File: src/audio_consts.svh
`ifndef AUDIO_CONSTS_SVH
`define AUDIO_CONSTS_SVH

// sample and register word width
`define AUD_DATA_W 32
// decoded apb address, bits 11:2 pick the register
`define APB_ADDR_W 12
// board serial number straps
`define SERIAL_W 3
// pwm counter and brightness width
`define LED_PWM_W 16

// register offsets
`define REG_LEDS            12'h000
`define REG_USB_WR_DATA     12'h004
`define REG_USB_WR_FULL     12'h008
`define REG_USB_RD_DATA     12'h00C
`define REG_USB_RD_EMPTY    12'h010
`define REG_USB_WR_MUX      12'h014
`define REG_DAC_CFG         12'h018
`define REG_DAC_DCE         12'h01C
`define REG_AUD_RATE        12'h020
`define REG_USB_WR_PUSH     12'h024
`define REG_USB_LED_R       12'h028
`define REG_PWR_LED_R       12'h02C
`define REG_LED0_BRIGHTNESS 12'h030
`define REG_LED1_BRIGHTNESS 12'h034
`define REG_SERIAL          12'h038
`define REG_I2C_SEL         12'h03C
`define REG_PBKA_WR_DATA    12'h040
`define REG_PBKA_FULL       12'h044

// queue depths, powers of two
`define USB_FIFO_DEPTH  8
`define PBKA_FIFO_DEPTH 8

// clock cycles per sample tick, scaled down for simulation
`define AUD_DIV_48K  16
`define AUD_DIV_96K  8
`define AUD_DIV_192K 4

`endif

File: src/apb_pkg.sv
`default_nettype none
`include "audio_consts.svh"

package apb_pkg;

    // requester side of an apb3 transfer, no strobes or protection
    typedef struct packed {
        logic                   psel;
        logic                   penable;
        logic                   pwrite;
        logic [`APB_ADDR_W-1:0] paddr;
        logic [`AUD_DATA_W-1:0] pwdata;
    } apb_req_t;

endpackage

`default_nettype wire

File: src/audio_pkg.sv
`default_nettype none
`include "audio_consts.svh"

package audio_pkg;

    // one stream beat, or one strobed register write
    typedef struct packed {
        logic                   valid;
        logic [`AUD_DATA_W-1:0] data;
    } word_t;

    // usb transmit source, 1 and 2 reserved (analog inputs not built)
    typedef enum logic [1:0] {
        usb_src_cpu      = 2'd0,
        usb_src_loopback = 2'd3
    } usb_src_e;

    // playback rate, code 3 falls back to 48k
    typedef enum logic [1:0] {
        aud_rate_48k  = 2'd0,
        aud_rate_96k  = 2'd1,
        aud_rate_192k = 2'd2
    } aud_rate_e;

    typedef struct packed {
        logic [7:0] cfg;
        // one cycle, cfg is valid with it
        logic       cfg_wr;
        logic       dce;
    } dac_ctrl_t;

    typedef struct packed {
        logic [1:0]            leds;
        logic                  usb_led_r;
        logic                  pwr_led_r;
        logic [`LED_PWM_W-1:0] led0_brightness;
        logic [`LED_PWM_W-1:0] led1_brightness;
    } led_ctrl_t;

endpackage

`default_nettype wire

File: src/audio_ctrl_top.sv
`timescale 1ns/100ps
`default_nettype none
`include "audio_consts.svh"

// usb audio interface control plane
module audio_ctrl_top
    import apb_pkg::*, audio_pkg::*;
(
    input  logic                   clk,
    input  logic                   reset,
    input  apb_req_t               apb,
    output logic [`AUD_DATA_W-1:0] prdata,
    input  logic [`SERIAL_W-1:0]   serial,
    input  word_t                  host_rx,
    output logic                   host_rx_ready,
    output word_t                  host_tx,
    input  logic                   host_tx_ready,
    output word_t                  aud_out,
    output dac_ctrl_t              dac,
    output logic                   i2c_sel,
    output logic                   usb_wr_push,
    output logic [1:0]             leds,
    output logic                   usb_led,
    output logic                   pwr_led
);

    word_t                  cpu_tx;
    word_t                  pbka_wr;
    logic                   cpu_rx_pop;
    usb_src_e               usb_src;
    aud_rate_e              aud_rate;
    led_ctrl_t              leds_ctrl;
    logic                   usb_wr_full;
    logic                   usb_rd_empty;
    logic                   pbka_full;
    logic [`AUD_DATA_W-1:0] usb_rd_data;

    audio_regs u_regs (
        .clk         (clk),
        .reset       (reset),
        .apb         (apb),
        .prdata      (prdata),
        .usb_wr_full (usb_wr_full),
        .usb_rd_empty(usb_rd_empty),
        .pbka_full   (pbka_full),
        .usb_rd_data (usb_rd_data),
        .serial      (serial),
        .cpu_tx      (cpu_tx),
        .pbka_wr     (pbka_wr),
        .cpu_rx_pop  (cpu_rx_pop),
        .usb_wr_push (usb_wr_push),
        .usb_src     (usb_src),
        .aud_rate    (aud_rate),
        .dac         (dac),
        .leds_ctrl   (leds_ctrl),
        .i2c_sel     (i2c_sel)
    );

    usb_path u_usb (
        .clk          (clk),
        .reset        (reset),
        .usb_src      (usb_src),
        .cpu_tx       (cpu_tx),
        .cpu_rx_pop   (cpu_rx_pop),
        .host_rx      (host_rx),
        .host_rx_ready(host_rx_ready),
        .host_tx      (host_tx),
        .host_tx_ready(host_tx_ready),
        .wr_full      (usb_wr_full),
        .rd_empty     (usb_rd_empty),
        .rd_data      (usb_rd_data)
    );

    playback_out u_playback (
        .clk      (clk),
        .reset    (reset),
        .pbka_wr  (pbka_wr),
        .aud_rate (aud_rate),
        .pbka_full(pbka_full),
        .aud_out  (aud_out)
    );

    led_pwm u_led_pwm (
        .clk      (clk),
        .reset    (reset),
        .leds_ctrl(leds_ctrl),
        .usb_led  (usb_led),
        .pwr_led  (pwr_led)
    );

    // plain board leds straight from the register
    assign leds = leds_ctrl.leds;

endmodule

`default_nettype wire

File: src/audio_regs.sv
`timescale 1ns/100ps
`default_nettype none
`include "audio_consts.svh"

// apb register block, zero wait states
module audio_regs
    import apb_pkg::*, audio_pkg::*;
(
    input  logic                   clk,
    input  logic                   reset,
    input  apb_req_t               apb,
    output logic [`AUD_DATA_W-1:0] prdata,
    input  logic                   usb_wr_full,
    input  logic                   usb_rd_empty,
    input  logic                   pbka_full,
    input  logic [`AUD_DATA_W-1:0] usb_rd_data,
    input  logic [`SERIAL_W-1:0]   serial,
    output word_t                  cpu_tx,
    output word_t                  pbka_wr,
    output logic                   cpu_rx_pop,
    output logic                   usb_wr_push,
    output usb_src_e               usb_src,
    output aud_rate_e              aud_rate,
    output dac_ctrl_t              dac,
    output led_ctrl_t              leds_ctrl,
    output logic                   i2c_sel
);

    logic                   access;
    logic                   wr_en;
    logic                   rd_en;
    logic [`APB_ADDR_W-1:0] reg_addr;
    logic                   hit_usb_wr;
    logic                   hit_pbka_wr;
    logic                   tx_valid;
    logic                   pb_valid;
    logic [`AUD_DATA_W-1:0] tx_data;
    logic [`AUD_DATA_W-1:0] pb_data;

    // access phase is psel and penable together
    assign access = apb.psel && apb.penable;
    assign wr_en  = access && apb.pwrite;
    assign rd_en  = access && !apb.pwrite;

    // word aligned offset
    assign reg_addr = {apb.paddr[`APB_ADDR_W-1:2], 2'b00};

    assign hit_usb_wr  = wr_en && (reg_addr == `REG_USB_WR_DATA);
    assign hit_pbka_wr = wr_en && (reg_addr == `REG_PBKA_WR_DATA);

    // settings and one-cycle strobes
    always_ff @(posedge clk) begin
        if (reset) begin
            leds_ctrl   <= '0;
            usb_src     <= usb_src_cpu;
            aud_rate    <= aud_rate_48k;
            dac         <= '0;
            i2c_sel     <= 1'b0;
            tx_valid    <= 1'b0;
            pb_valid    <= 1'b0;
            cpu_rx_pop  <= 1'b0;
            usb_wr_push <= 1'b0;
        end else begin
            // strobes fall again after one cycle
            tx_valid    <= hit_usb_wr;
            pb_valid    <= hit_pbka_wr;
            cpu_rx_pop  <= rd_en && (reg_addr == `REG_USB_RD_DATA);
            usb_wr_push <= wr_en && (reg_addr == `REG_USB_WR_PUSH) && apb.pwdata[0];
            dac.cfg_wr  <= wr_en && (reg_addr == `REG_DAC_CFG);
            if (wr_en) begin
                case (reg_addr)
                    `REG_LEDS:            leds_ctrl.leds <= apb.pwdata[1:0];
                    // reserved source codes are stored as written
                    `REG_USB_WR_MUX:      usb_src <= usb_src_e'(apb.pwdata[1:0]);
                    `REG_DAC_CFG:         dac.cfg <= apb.pwdata[7:0];
                    `REG_DAC_DCE:         dac.dce <= apb.pwdata[0];
                    `REG_AUD_RATE:        aud_rate <= aud_rate_e'(apb.pwdata[1:0]);
                    `REG_USB_LED_R:       leds_ctrl.usb_led_r <= apb.pwdata[0];
                    `REG_PWR_LED_R:       leds_ctrl.pwr_led_r <= apb.pwdata[0];
                    `REG_LED0_BRIGHTNESS: begin
                        leds_ctrl.led0_brightness <= apb.pwdata[`LED_PWM_W-1:0];
                    end
                    `REG_LED1_BRIGHTNESS: begin
                        leds_ctrl.led1_brightness <= apb.pwdata[`LED_PWM_W-1:0];
                    end
                    `REG_I2C_SEL:         i2c_sel <= apb.pwdata[0];
                    default:              ;
                endcase
            end
        end
    end

    // write payloads, held until the next data write
    always_ff @(posedge clk) begin
        if (hit_usb_wr) begin
            tx_data <= apb.pwdata;
        end
        if (hit_pbka_wr) begin
            pb_data <= apb.pwdata;
        end
    end

    assign cpu_tx  = '{valid: tx_valid, data: tx_data};
    assign pbka_wr = '{valid: pb_valid, data: pb_data};

    // read mux, unmapped offsets give zero
    always_comb begin
        prdata = '0;
        case (reg_addr)
            `REG_LEDS:            prdata = `AUD_DATA_W'(leds_ctrl.leds);
            `REG_USB_WR_FULL:     prdata = `AUD_DATA_W'(usb_wr_full);
            // head before the pop that this read triggers
            `REG_USB_RD_DATA:     prdata = usb_rd_data;
            `REG_USB_RD_EMPTY:    prdata = `AUD_DATA_W'(usb_rd_empty);
            `REG_USB_WR_MUX:      prdata = `AUD_DATA_W'(usb_src);
            `REG_DAC_DCE:         prdata = `AUD_DATA_W'(dac.dce);
            `REG_AUD_RATE:        prdata = `AUD_DATA_W'(aud_rate);
            `REG_USB_LED_R:       prdata = `AUD_DATA_W'(leds_ctrl.usb_led_r);
            `REG_PWR_LED_R:       prdata = `AUD_DATA_W'(leds_ctrl.pwr_led_r);
            `REG_LED0_BRIGHTNESS: prdata = `AUD_DATA_W'(leds_ctrl.led0_brightness);
            `REG_LED1_BRIGHTNESS: prdata = `AUD_DATA_W'(leds_ctrl.led1_brightness);
            `REG_SERIAL:          prdata = `AUD_DATA_W'(serial);
            `REG_I2C_SEL:         prdata = `AUD_DATA_W'(i2c_sel);
            `REG_PBKA_FULL:       prdata = `AUD_DATA_W'(pbka_full);
            default:              prdata = '0;
        endcase
    end

endmodule

`default_nettype wire

File: src/led_pwm.sv
`timescale 1ns/100ps
`default_nettype none
`include "audio_consts.svh"

// pwm dimmer for the two red status leds
module led_pwm
    import audio_pkg::*;
(
    input  logic      clk,
    input  logic      reset,
    input  led_ctrl_t leds_ctrl,
    output logic      usb_led,
    output logic      pwr_led
);

    logic [`LED_PWM_W-1:0] pwm_cnt;

    // free running, wraps every 65536 cycles
    always_ff @(posedge clk) begin
        if (reset) begin
            pwm_cnt <= '0;
        end else begin
            pwm_cnt <= pwm_cnt + 1'b1;
        end
    end

    // on for brightness cycles per period, gated by red enable
    assign usb_led = leds_ctrl.usb_led_r && (pwm_cnt < leds_ctrl.led0_brightness);
    assign pwr_led = leds_ctrl.pwr_led_r && (pwm_cnt < leds_ctrl.led1_brightness);

endmodule

`default_nettype wire

File: src/playback_out.sv
`timescale 1ns/100ps
`default_nettype none
`include "audio_consts.svh"

// playback queue drained one sample per rate tick
module playback_out
    import audio_pkg::*;
(
    input  logic      clk,
    input  logic      reset,
    input  word_t     pbka_wr,
    input  aud_rate_e aud_rate,
    output logic      pbka_full,
    output word_t     aud_out
);

    // largest reload is 48k divisor minus one
    localparam int cnt_w = $clog2(`AUD_DIV_48K);

    logic [cnt_w-1:0]       tick_cnt;
    logic [cnt_w-1:0]       reload;
    aud_rate_e              rate_q;
    word_t                  head;
    logic                   tick;
    logic                   out_valid;
    logic [`AUD_DATA_W-1:0] out_data;

    // code 3 runs at 48k
    always_comb begin
        case (aud_rate)
            aud_rate_96k:  reload = cnt_w'(`AUD_DIV_96K - 1);
            aud_rate_192k: reload = cnt_w'(`AUD_DIV_192K - 1);
            default:       reload = cnt_w'(`AUD_DIV_48K - 1);
        endcase
    end

    // no tick in the cycle the rate changes
    assign tick = (tick_cnt == '0) && (aud_rate == rate_q);

    always_ff @(posedge clk) begin
        if (reset) begin
            tick_cnt  <= cnt_w'(`AUD_DIV_48K - 1);
            rate_q    <= aud_rate_48k;
            out_valid <= 1'b0;
        end else begin
            rate_q    <= aud_rate;
            out_valid <= tick && head.valid;
            // restart on a new rate, else count down and reload
            if (aud_rate != rate_q || tick_cnt == '0) begin
                tick_cnt <= reload;
            end else begin
                tick_cnt <= tick_cnt - 1'b1;
            end
        end
    end

    // sample payload
    always_ff @(posedge clk) begin
        if (tick) begin
            out_data <= head.data;
        end
    end

    sample_fifo #(
        .depth(`PBKA_FIFO_DEPTH)
    ) u_pbka_fifo (
        .clk  (clk),
        .reset(reset),
        .push (pbka_wr),
        .pop  (tick),
        .head (head),
        .full (pbka_full)
    );

    assign aud_out = '{valid: out_valid, data: out_data};

endmodule

`default_nettype wire

File: src/sample_fifo.sv
`timescale 1ns/100ps
`default_nettype none
`include "audio_consts.svh"

// first-word-fall-through queue of stream words
module sample_fifo
    import audio_pkg::*;
#(
    parameter int depth = `USB_FIFO_DEPTH
) (
    input  logic  clk,
    input  logic  reset,
    input  word_t push,
    input  logic  pop,
    output word_t head,
    output logic  full
);

    localparam int ptr_w = (depth > 1) ? $clog2(depth) : 1;
    localparam int cnt_w = $clog2(depth + 1);

    logic [`AUD_DATA_W-1:0] mem [0:depth-1];
    logic [ptr_w-1:0]       rd_ptr;
    logic [ptr_w-1:0]       wr_ptr;
    logic [cnt_w-1:0]       count;
    logic                   do_push;
    logic                   do_pop;

    // push on full is dropped, pop on empty ignored
    assign full    = (count == cnt_w'(depth));
    assign do_push = push.valid && !full;
    assign do_pop  = pop && (count != '0);

    // storage, no reset
    always_ff @(posedge clk) begin
        if (do_push) begin
            mem[wr_ptr] <= push.data;
        end
    end

    always_ff @(posedge clk) begin
        if (reset) begin
            rd_ptr <= '0;
            wr_ptr <= '0;
            count  <= '0;
        end else begin
            if (do_push) begin
                wr_ptr <= (wr_ptr == ptr_w'(depth - 1)) ? '0 : wr_ptr + 1'b1;
            end
            if (do_pop) begin
                rd_ptr <= (rd_ptr == ptr_w'(depth - 1)) ? '0 : rd_ptr + 1'b1;
            end
            // simultaneous push and pop leaves the count alone
            case ({do_push, do_pop})
                2'b10:   count <= count + 1'b1;
                2'b01:   count <= count - 1'b1;
                default: count <= count;
            endcase
        end
    end

    // head falls through, data reads zero while empty
    assign head.valid = (count != '0);
    assign head.data  = head.valid ? mem[rd_ptr] : '0;

endmodule

`default_nettype wire

File: src/usb_path.sv
`timescale 1ns/100ps
`default_nettype none
`include "audio_consts.svh"

// usb transmit and receive queues with loopback mover
module usb_path
    import audio_pkg::*;
(
    input  logic                   clk,
    input  logic                   reset,
    input  usb_src_e               usb_src,
    input  word_t                  cpu_tx,
    input  logic                   cpu_rx_pop,
    input  word_t                  host_rx,
    output logic                   host_rx_ready,
    output word_t                  host_tx,
    input  logic                   host_tx_ready,
    output logic                   wr_full,
    output logic                   rd_empty,
    output logic [`AUD_DATA_W-1:0] rd_data
);

    word_t tx_push;
    word_t tx_head;
    word_t rx_head;
    logic  tx_full;
    logic  rx_full;
    logic  rx_pop;
    logic  move;

    // loopback moves one word per cycle when both sides allow
    assign move = (usb_src == usb_src_loopback) && rx_head.valid && !tx_full;

    // transmit input and receive pop by source
    always_comb begin
        tx_push = '0;
        rx_pop  = cpu_rx_pop;
        case (usb_src)
            usb_src_cpu: tx_push = cpu_tx;
            usb_src_loopback: begin
                tx_push = '{valid: move, data: rx_head.data};
                rx_pop  = move;
            end
            // reserved codes write nothing
            default: tx_push = '0;
        endcase
    end

    sample_fifo #(
        .depth(`USB_FIFO_DEPTH)
    ) u_tx_fifo (
        .clk  (clk),
        .reset(reset),
        .push (tx_push),
        .pop  (host_tx_ready),
        .head (tx_head),
        .full (tx_full)
    );

    // host beats land straight in the receive queue
    sample_fifo #(
        .depth(`USB_FIFO_DEPTH)
    ) u_rx_fifo (
        .clk  (clk),
        .reset(reset),
        .push (host_rx),
        .pop  (rx_pop),
        .head (rx_head),
        .full (rx_full)
    );

    assign host_tx       = tx_head;
    assign host_rx_ready = !rx_full;
    assign wr_full       = tx_full;
    assign rd_empty      = !rx_head.valid;
    assign rd_data       = rx_head.data;

endmodule

`default_nettype wire
File: config.mk
export PLATFORM = sky130hd
export DESIGN_NAME = audio_ctrl_top
export DESIGN_NICKNAME = d
export VERILOG_FILES = /design/src/apb_pkg.sv /design/src/audio_pkg.sv /design/src/audio_ctrl_top.sv /design/src/audio_regs.sv /design/src/led_pwm.sv /design/src/playback_out.sv /design/src/sample_fifo.sv /design/src/usb_path.sv
export VERILOG_INCLUDE_DIRS = /design/src
export SDC_FILE = /design/constraint.sdc
export NUM_CORES = 1
export LEC_CHECK = 0
export ABC_AREA = 1
export BUFFER_PORTS_ARGS = -buffer_cell sky130_fd_sc_hd__buf_2
export CORE_ASPECT_RATIO = 0.9
export CORE_MARGIN = 2
export CORE_UTILIZATION = 54
export CTS_CLUSTER_SIZE = 28
export DETAILED_ROUTE_END_ITERATION = 8
export GPL_TIMING_DRIVEN = 0
export HOLD_SLACK_MARGIN = 0.06
export PLACE_DENSITY = 0.74
export RECOVER_POWER = 100
export SLEW_MARGIN = 20
export SYNTH_ARGS = -nofsm -noshare
export SYNTH_HDL_FRONTEND = slang
export SYNTH_SLANG_ARGS = --single-unit
File: constraint.sdc
create_clock -name clk -period 5.4 [get_ports clk]
set_clock_uncertainty 0.1 [all_clocks]
set_input_delay 0.54 -clock clk [delete_from_list [all_inputs] [get_ports clk]]
set_output_delay 0.54 -clock clk [all_outputs]
set_load 0.02 [all_outputs]
* Word-level counts from Yosys, hierarchy flattened
Memory sizes are Yosys's and may differ from the RTL's. A register that Yosys moved wholly into a read port is not among the register bits.
Cells that the tools add are included.
** Operators by class
- Add/subtract/negate cells :: 14
- Multiply operators :: 0
- Div/mod/pow operators :: 0
- $lt $le $gt $ge :: 2
- Eq/ne operators :: 37
- Shift-type cells :: 0
- Muxes and demuxes :: 26
- Bitwise operators :: 0
- Reductions and logical operators :: 46
** Operators with widths (count)
- $pmux 32 s14 :: 1
- $eq 10x4->1 const B :: 8
- $pmux 33 s2 :: 1
- $mux 32 :: 2
- $eq 10x3->1 const B :: 4
- $lt 16x16->1 :: 2
- $pmux 4 s2 :: 4
- $mux 3 :: 10
- $eq 10x2->1 const B :: 2
- $eq 10x5->1 const B :: 2
- $logic_and 1x1->1 :: 20
- $reduce_and 2->1 :: 10
- $add 3x1->3 const B :: 6
- $eq 3x3->1 const B :: 6
- $add 16x1->16 const B :: 1
- $sub 4x1->4 const B :: 4
- $add 4x1->4 const B :: 3
- $eq 4x4->1 const B :: 3
- $logic_not 12->1 :: 1
- $reduce_bool 4->1 :: 3
- $eq 10x1->1 const B :: 1
- $eq 2x2->1 const B :: 5
- $eq 2x1->1 const B :: 4
- $mux 1 :: 7
- other kinds (8) :: 15
** Storage, ports and cells
- Register bits after elaboration :: 172
- Latch bits :: 0
- RAM bits :: 768
- ROM bits :: 0
- Bits of input ports :: 86
- Output and inout port bits :: 115
- Word-level logic and storage cells :: 158
- Memories :: 3
** Memory list
- u_playback.u_pbka_fifo.mem :: depth 8, width 32, read ports 1, clocked after memory_dff 1, write ports 1, line sample_fifo.sv:22 : logic [`AUD_DATA_W-1:0] mem [0:depth-1];
- u_usb.u_rx_fifo.mem :: depth 8, width 32, read ports 1, clocked after memory_dff 1, write ports 1, line sample_fifo.sv:22
- u_usb.u_tx_fifo.mem :: depth 8, width 32, read ports 1, clocked after memory_dff 1, write ports 1, line sample_fifo.sv:22

* Longest topological paths before layout
- Depth after elaboration :: 7
- Depth in mapped cells :: 16
- Depth with buffers taken out :: 16

* Modules after synthesis
A second synthesis with hierarchy kept.
** Unflattened totals
- Cell total of the unflattened synthesis :: 3475
- Area, all modules :: 40561.4 µm²
** By module, submodules not included
- sample_fifo :: times used 3, cells each 852, area each 10731.5 µm², seq. area each 7947.6 µm²
- audio_regs :: times used 1, cells each 484, area each 4824.6 µm², seq. area each 3022.9 µm²
- led_pwm :: times used 1, cells each 231, area each 1550.2 µm², seq. area each 320.3 µm²
- playback_out :: times used 1, cells each 84, area each 1333.8 µm², seq. area each 1101.1 µm²
- usb_path :: times used 1, cells each 120, area each 658.1 µm², seq. area each 0.0 µm²

* Worst setup path after synthesis
Ideal clock, no wire load.
- Kind :: input to register
- Start :: in apb[44] in the netlist's numbering
- End :: reg u_regs.pb_data[0], enable pin
- Library setup time :: 0.461 ns
- Arrival :: 3.359 ns
- Data required time :: 4.839 ns
- Setup slack :: 1.480 ns
- Stages on the path :: 4
- Buffers on the path :: 2
- Cells stage by stage :: nand3_2 buf_2 clkbuf_1 nor3_1
** On the way
- Word-level cells in the longest chain between the ends :: 2
** RTL lines
- start: declaration :: line audio_ctrl_top.sv:11 : input apb_req_t apb,
- $logic_and 1x1->1 :: line audio_regs.sv:42 : assign wr_en = access && apb.pwrite;
- $logic_and 1x1->1 :: line audio_regs.sv:49 : assign hit_pbka_wr = wr_en && (reg_addr == `REG_PBKA_WR_DATA);
- via u_regs.hit_pbka_wr :: line audio_regs.sv:34 : logic hit_pbka_wr;
- end signal: assignment :: line audio_regs.sv:99 : pb_data <= apb.pwdata;
- end: declaration :: line audio_regs.sv:38 : logic [`AUD_DATA_W-1:0] pb_data;
The timed path passes the listed nets, and every way through them passes these cells.
A chain may end at the register's enable or synchronous reset.

* Worst setup path after layout
- Start :: reg u_playback.u_pbka_fifo.count[1]
- End :: mem u_playback.u_pbka_fifo.mem[0][2] in the netlist's numbering, enable pin
** On the way
- Word-level cells in the longest chain between the ends :: 5
** RTL lines
- start: declaration :: line sample_fifo.sv:25 : logic [cnt_w-1:0] count;
- start signal: assignment :: line sample_fifo.sv:55 : 2'b10: count <= count + 1'b1;
- start signal: assignment :: line sample_fifo.sv:56 : 2'b01: count <= count - 1'b1;
- start signal: assignment :: line sample_fifo.sv:57 : default: count <= count;
- $eq 4x4->1 :: line sample_fifo.sv:30 : assign full = (count == cnt_w'(depth));
- $logic_not 1->1 :: line sample_fifo.sv:31 : assign do_push = push.valid && !full;
- $logic_and 1x1->1 :: line sample_fifo.sv:31
- $mux 1 :: line sample_fifo.sv:36 : if (do_push) begin
- $mux 1 (not written as such) :: line sample_fifo.sv:37 : mem[wr_ptr] <= push.data;
- end: declaration :: line sample_fifo.sv:22
No other way between the ends.

==> metrics.md <==
| Metric | Value |
|---|---|
| Final slew viol count | ~410 |
| Final Hold Violating Endpoints | 0 |
| Netlist cell types | 43 |
| Leakage | between 15 and 20 nW |
| Post-synthesis compound-gate area fraction | 0.0932 |
| CP cell instances | nor2_1, inv_1, o21ai_0, or2_0, nor2_1, clkbuf_1 |
| Via count | between 20000 and 30000 |
| Die area | 0.0765 mm2 |
| Flop-to-flop setup slack | about 1.1 ns |
| Max_cap viols | 24 |
| Yosys warnings | 0 |
| Setup violators final | 0 |
| Synth-to-layout area growth | 14.0% |
| CP top delay family | simple AND/OR/NAND/NOR gates |
| Clock Pin Slew Worst Setup and Hold Paths | 0.06 ns |
| Hold WS | ~0.14 ns |
| Avg Cell Area, Syn | approximately 11 um2 |
| Vias in the first global route | 27600 |
| Total Routed Length | approximately 110000 um |
| Die Ht | around 260 um |
| Final period util | 0.789 |
| Critical path startpoint category | register |
| Clk_lat worst skew | 0.68 ns |
| Largest family of logic cells by synthesized area | simple AND/OR/NAND/NOR gates |
| Post-synthesis cell count | ~3500 |
| Clock Sinks | ~1000 |
| CP required | ~5.6 ns |
| GP Congestion | roughly 0.95 |
| CP peak stage delay | approximately 1.4 ns |
| Xor and xnor area share after synthesis | 0.00306 |
| Mapped Area | ~0.040 mm2 |
| Pwr Total | between 15 and 20 mW |
| 1st-iter DRT viols | 4286 |
| Share of cells above drive strength 1 | 0.0664 |
| Num rows | between 90 and 100 |
| Slowest cell on crit path | nor2_1 |
| Die W | approximately 290 um |
| CTS H-tree lvls | 3 |
| Seq/Total Area, Yosys | 0.703 |
| Post-synthesis simple-gate area fraction | 0.143 |
| Max VDD drop | roughly 0.00028 V |
| Post-route minimum period | ~4.3 ns |
| Net Count, Synth | about 3700 |
| Failing checks | capacitance limit, slew limit |
| Worst hold stages | 3 |
| Hold_buf cts | 47 |
| Post-DP HPWL | ~78000 um |
| Critical path type | register to register |
| Slew HR | -0.358 |
| Post-route ant nets | 0 |
| DRC viols | 0 |
| Initial Utilization | 0.547 |
| WP buf/inv | 2 |
| Worst R2R Path Depth | 6 |
| Num ports | ~200 |
| Core Area | 0.0734 mm2 |
| Gr usage total | 0.294 |
| #FFs+latches synth | between 900 and 1000 |
| RSZ-0062 raised after global routing | no |
| Max Clk Rate | ~230 MHz |
| Post_cts resized | 0 |
| Global-route wire length before repair | roughly 170000 um |
| DR pass1 iterations | 7 |
| Vias per inst | roughly 6 |
| Root buf cell | clkbuf_16 |
| Tightest Hold Check Type | primary input to register |
| Post-synthesis mux area share | 0 |
| Setup bufs post-CTS | 0 |
| Reg2Reg Launch Point | u_playback.u_pbka_fifo.count[1]$_SDFFE_PP0P_ |
| Status | finished with violations |
| CTS tree | done |
| Most used cell along the critical path | nor2_1 |
| # port buffers | between 150 and 200 |
| Max Root-Sink Buffers | 3 |
| Post-synthesis adder-cell area fraction | 0.0188 |
| Largest net degree at the start of global routing | 25 |
| Antenna violations before repair | 4 |
| Actual slew at the worst max-slew pin | roughly 2.0 ns |
| Hold_sp | apb[34] |
| Worst hold endpoint | u_regs.usb_wr_push$_SDFF_PP0_ |
| Remaining Overflow, GRT | 0 |
| PD cells | between 300 and 400 mW/mm2 |
| Total CTS buffers | between 90 and 100 |
| Nets@finish | approximately 4000 |
| Critical Path AT | about 4.5 ns |
| RR Endpoint | u_playback.u_pbka_fifo.mem[0][2]$_DFFE_PP_ |
| Routed len/inst | ~23 um |
| Worst setup EP type | register |
| Critical path fanouts, max | 17 |
kinds of logic after synthesis:
logic type / count (synthesis)
buffers and inverters: 364
AND/OR/NAND/NOR: 1376
flip-flops: 978
adder cells (fa/ha/maj): 59
AO/OA/AOI/OAI: 725
XOR/XNOR: 14
stage by stage:
step | std cells | area [um2] | util | setup TNS, ns | setup WS [ns]
3_5_place_dp | 4704 | 43200 | 0.589 | 0 | 2.11
6_report | 4925 | 45800 | 0.623 | 0 | 1.14
3_3_place_gp | 4673 | 42300 | 0.577 | -22.72 | -0.716
5_1_grt | 4922 | 45700 | 0.623 | 0 | 0.934
4_1_cts | 4922 | 46700 | 0.636 | 0 | 1.77
2_1_floorplan | 3516 | 40100 | - | 0 | 1.48
placed cells by master (no fill, tap or decap), drive strengths merged, types with 17 or more instances in the layout:
cell type,count
clkbuf,440
clkinv,38
a31oi,65
nand4,55
edfxtp,864
o21ai,549
dfxtp,114
ha,57
a21oi,105
dlygate4sd3,47
nor4,17
nand2,331
nor2,809
inv,165
nand3,139
buf,110
worst max path at each step:
stage	startpoint	to	slack [ns]	cells after the start
6_report	u_playback.u_pbka_fifo.count[1]$_SDFFE_PP0P_	u_playback.u_pbka_fifo.mem[0][2]$_DFFE_PP_	1.14	6
3_5_place_dp	u_regs.usb_src[0]$_SDFFE_PP0P_	u_usb.u_tx_fifo.mem[0][25]$_DFFE_PP_	2.11	5
5_1_grt	u_regs.usb_src[0]$_SDFFE_PP0P_	u_usb.u_tx_fifo.mem[4][10]$_DFFE_PP_	0.93	9
2_1_floorplan	apb[44]	u_regs.pb_data[0]$_DFFE_PP_	1.48	4
3_3_place_gp	apb[44]	u_regs.pb_data[21]$_DFFE_PP_	-0.72	5
4_1_cts	u_usb.u_rx_fifo.count[1]$_SDFFE_PP0P_	prdata[7]	1.77	8
Yosys cell counts, drive strengths merged:
cell type / count / area share
nand3: 139 / 0.017
o211a: 3 / 0.00075
a31oi: 65 / 0.010
o21ai: 549 / 0.068
clkinv: 3 / 0.00044
nand4: 55 / 0.0086
a21oi: 105 / 0.013
ha: 57 / 0.018
nor2: 809 / 0.078
nand2: 331 / 0.032
xor2: 6 / 0.0013
xnor2: 8 / 0.0017
buf: 103 / 0.014
o21a: 1 / 0.00019
or2: 4 / 0.00062
dfxtp: 114 / 0.057
edfxtp: 864 / 0.65
inv: 163 / 0.015
a22oi: 2 / 0.00037
clkbuf: 95 / 0.0089
nor4: 17 / 0.0028
nand3b: 3 / 0.00056
fa: 2 / 0.0010
nor3: 16 / 0.0023
nor3b: 2 / 0.00037
worst min-delay path: cells and delay by family:
family,cells,cell delay [ns]
AND/OR/NAND/NOR,2,0.17
buffers and inverters,1,0.14
cell type report:
| type | count | area, um2 |
|---|---|---|
| antenna | 3 | 7.51 |
| buffer | 198 | 892 |
| clock buffer | 124 | 2510 |
| clock inverter | 47 | 463 |
| fill | 5656 | 27600 |
| inverter | 166 | 626 |
| multi-input combinational | 2174 | 10300 |
| sequential | 978 | 28200 |
| tap | 960 | 1200 |
| timing repair buffer | 275 | 1530 |
report_power, final:
group | internal (mW) | switching, mW
Sequential | 8.23 | 0.0363
Clock | 3.53 | 2.85
Combinational | 0.475 | 1.34
Total | 12.2 | 4.23
sequential cells by signal, summed over array words and instances (netlist names), 2 cells and up, named ones only:
register	count
u_playback.u_pbka_fifo.mem	256
u_usb.u_rx_fifo.mem	256
u_usb.u_tx_fifo.mem	256
u_regs.leds_ctrl	36
u_playback.out_data	32
u_regs.pb_data	32
u_regs.tx_data	32
u_led_pwm.pwm_cnt	16
u_regs.dac	10
u_playback.tick_cnt	4
u_playback.u_pbka_fifo.count	4
u_usb.u_rx_fifo.count	4
u_usb.u_tx_fifo.count	4
u_playback.u_pbka_fifo.rd_ptr	3
u_playback.u_pbka_fifo.wr_ptr	3
u_usb.u_rx_fifo.rd_ptr	3
u_usb.u_rx_fifo.wr_ptr	3
u_usb.u_tx_fifo.rd_ptr	3
u_usb.u_tx_fifo.wr_ptr	3
u_playback.rate_q	2
u_regs.aud_rate	2
u_regs.usb_src	2
routing by layer:
layer | global-route usage | wire length (um)
met2 | 0.444 | 50300
met5 | 0 | 32
met4 | 0.107 | 4470
met3 | 0.0792 | 15300
met1 | 0.412 | 44000
Note: power is estimated with default switching activity, not from simulation.
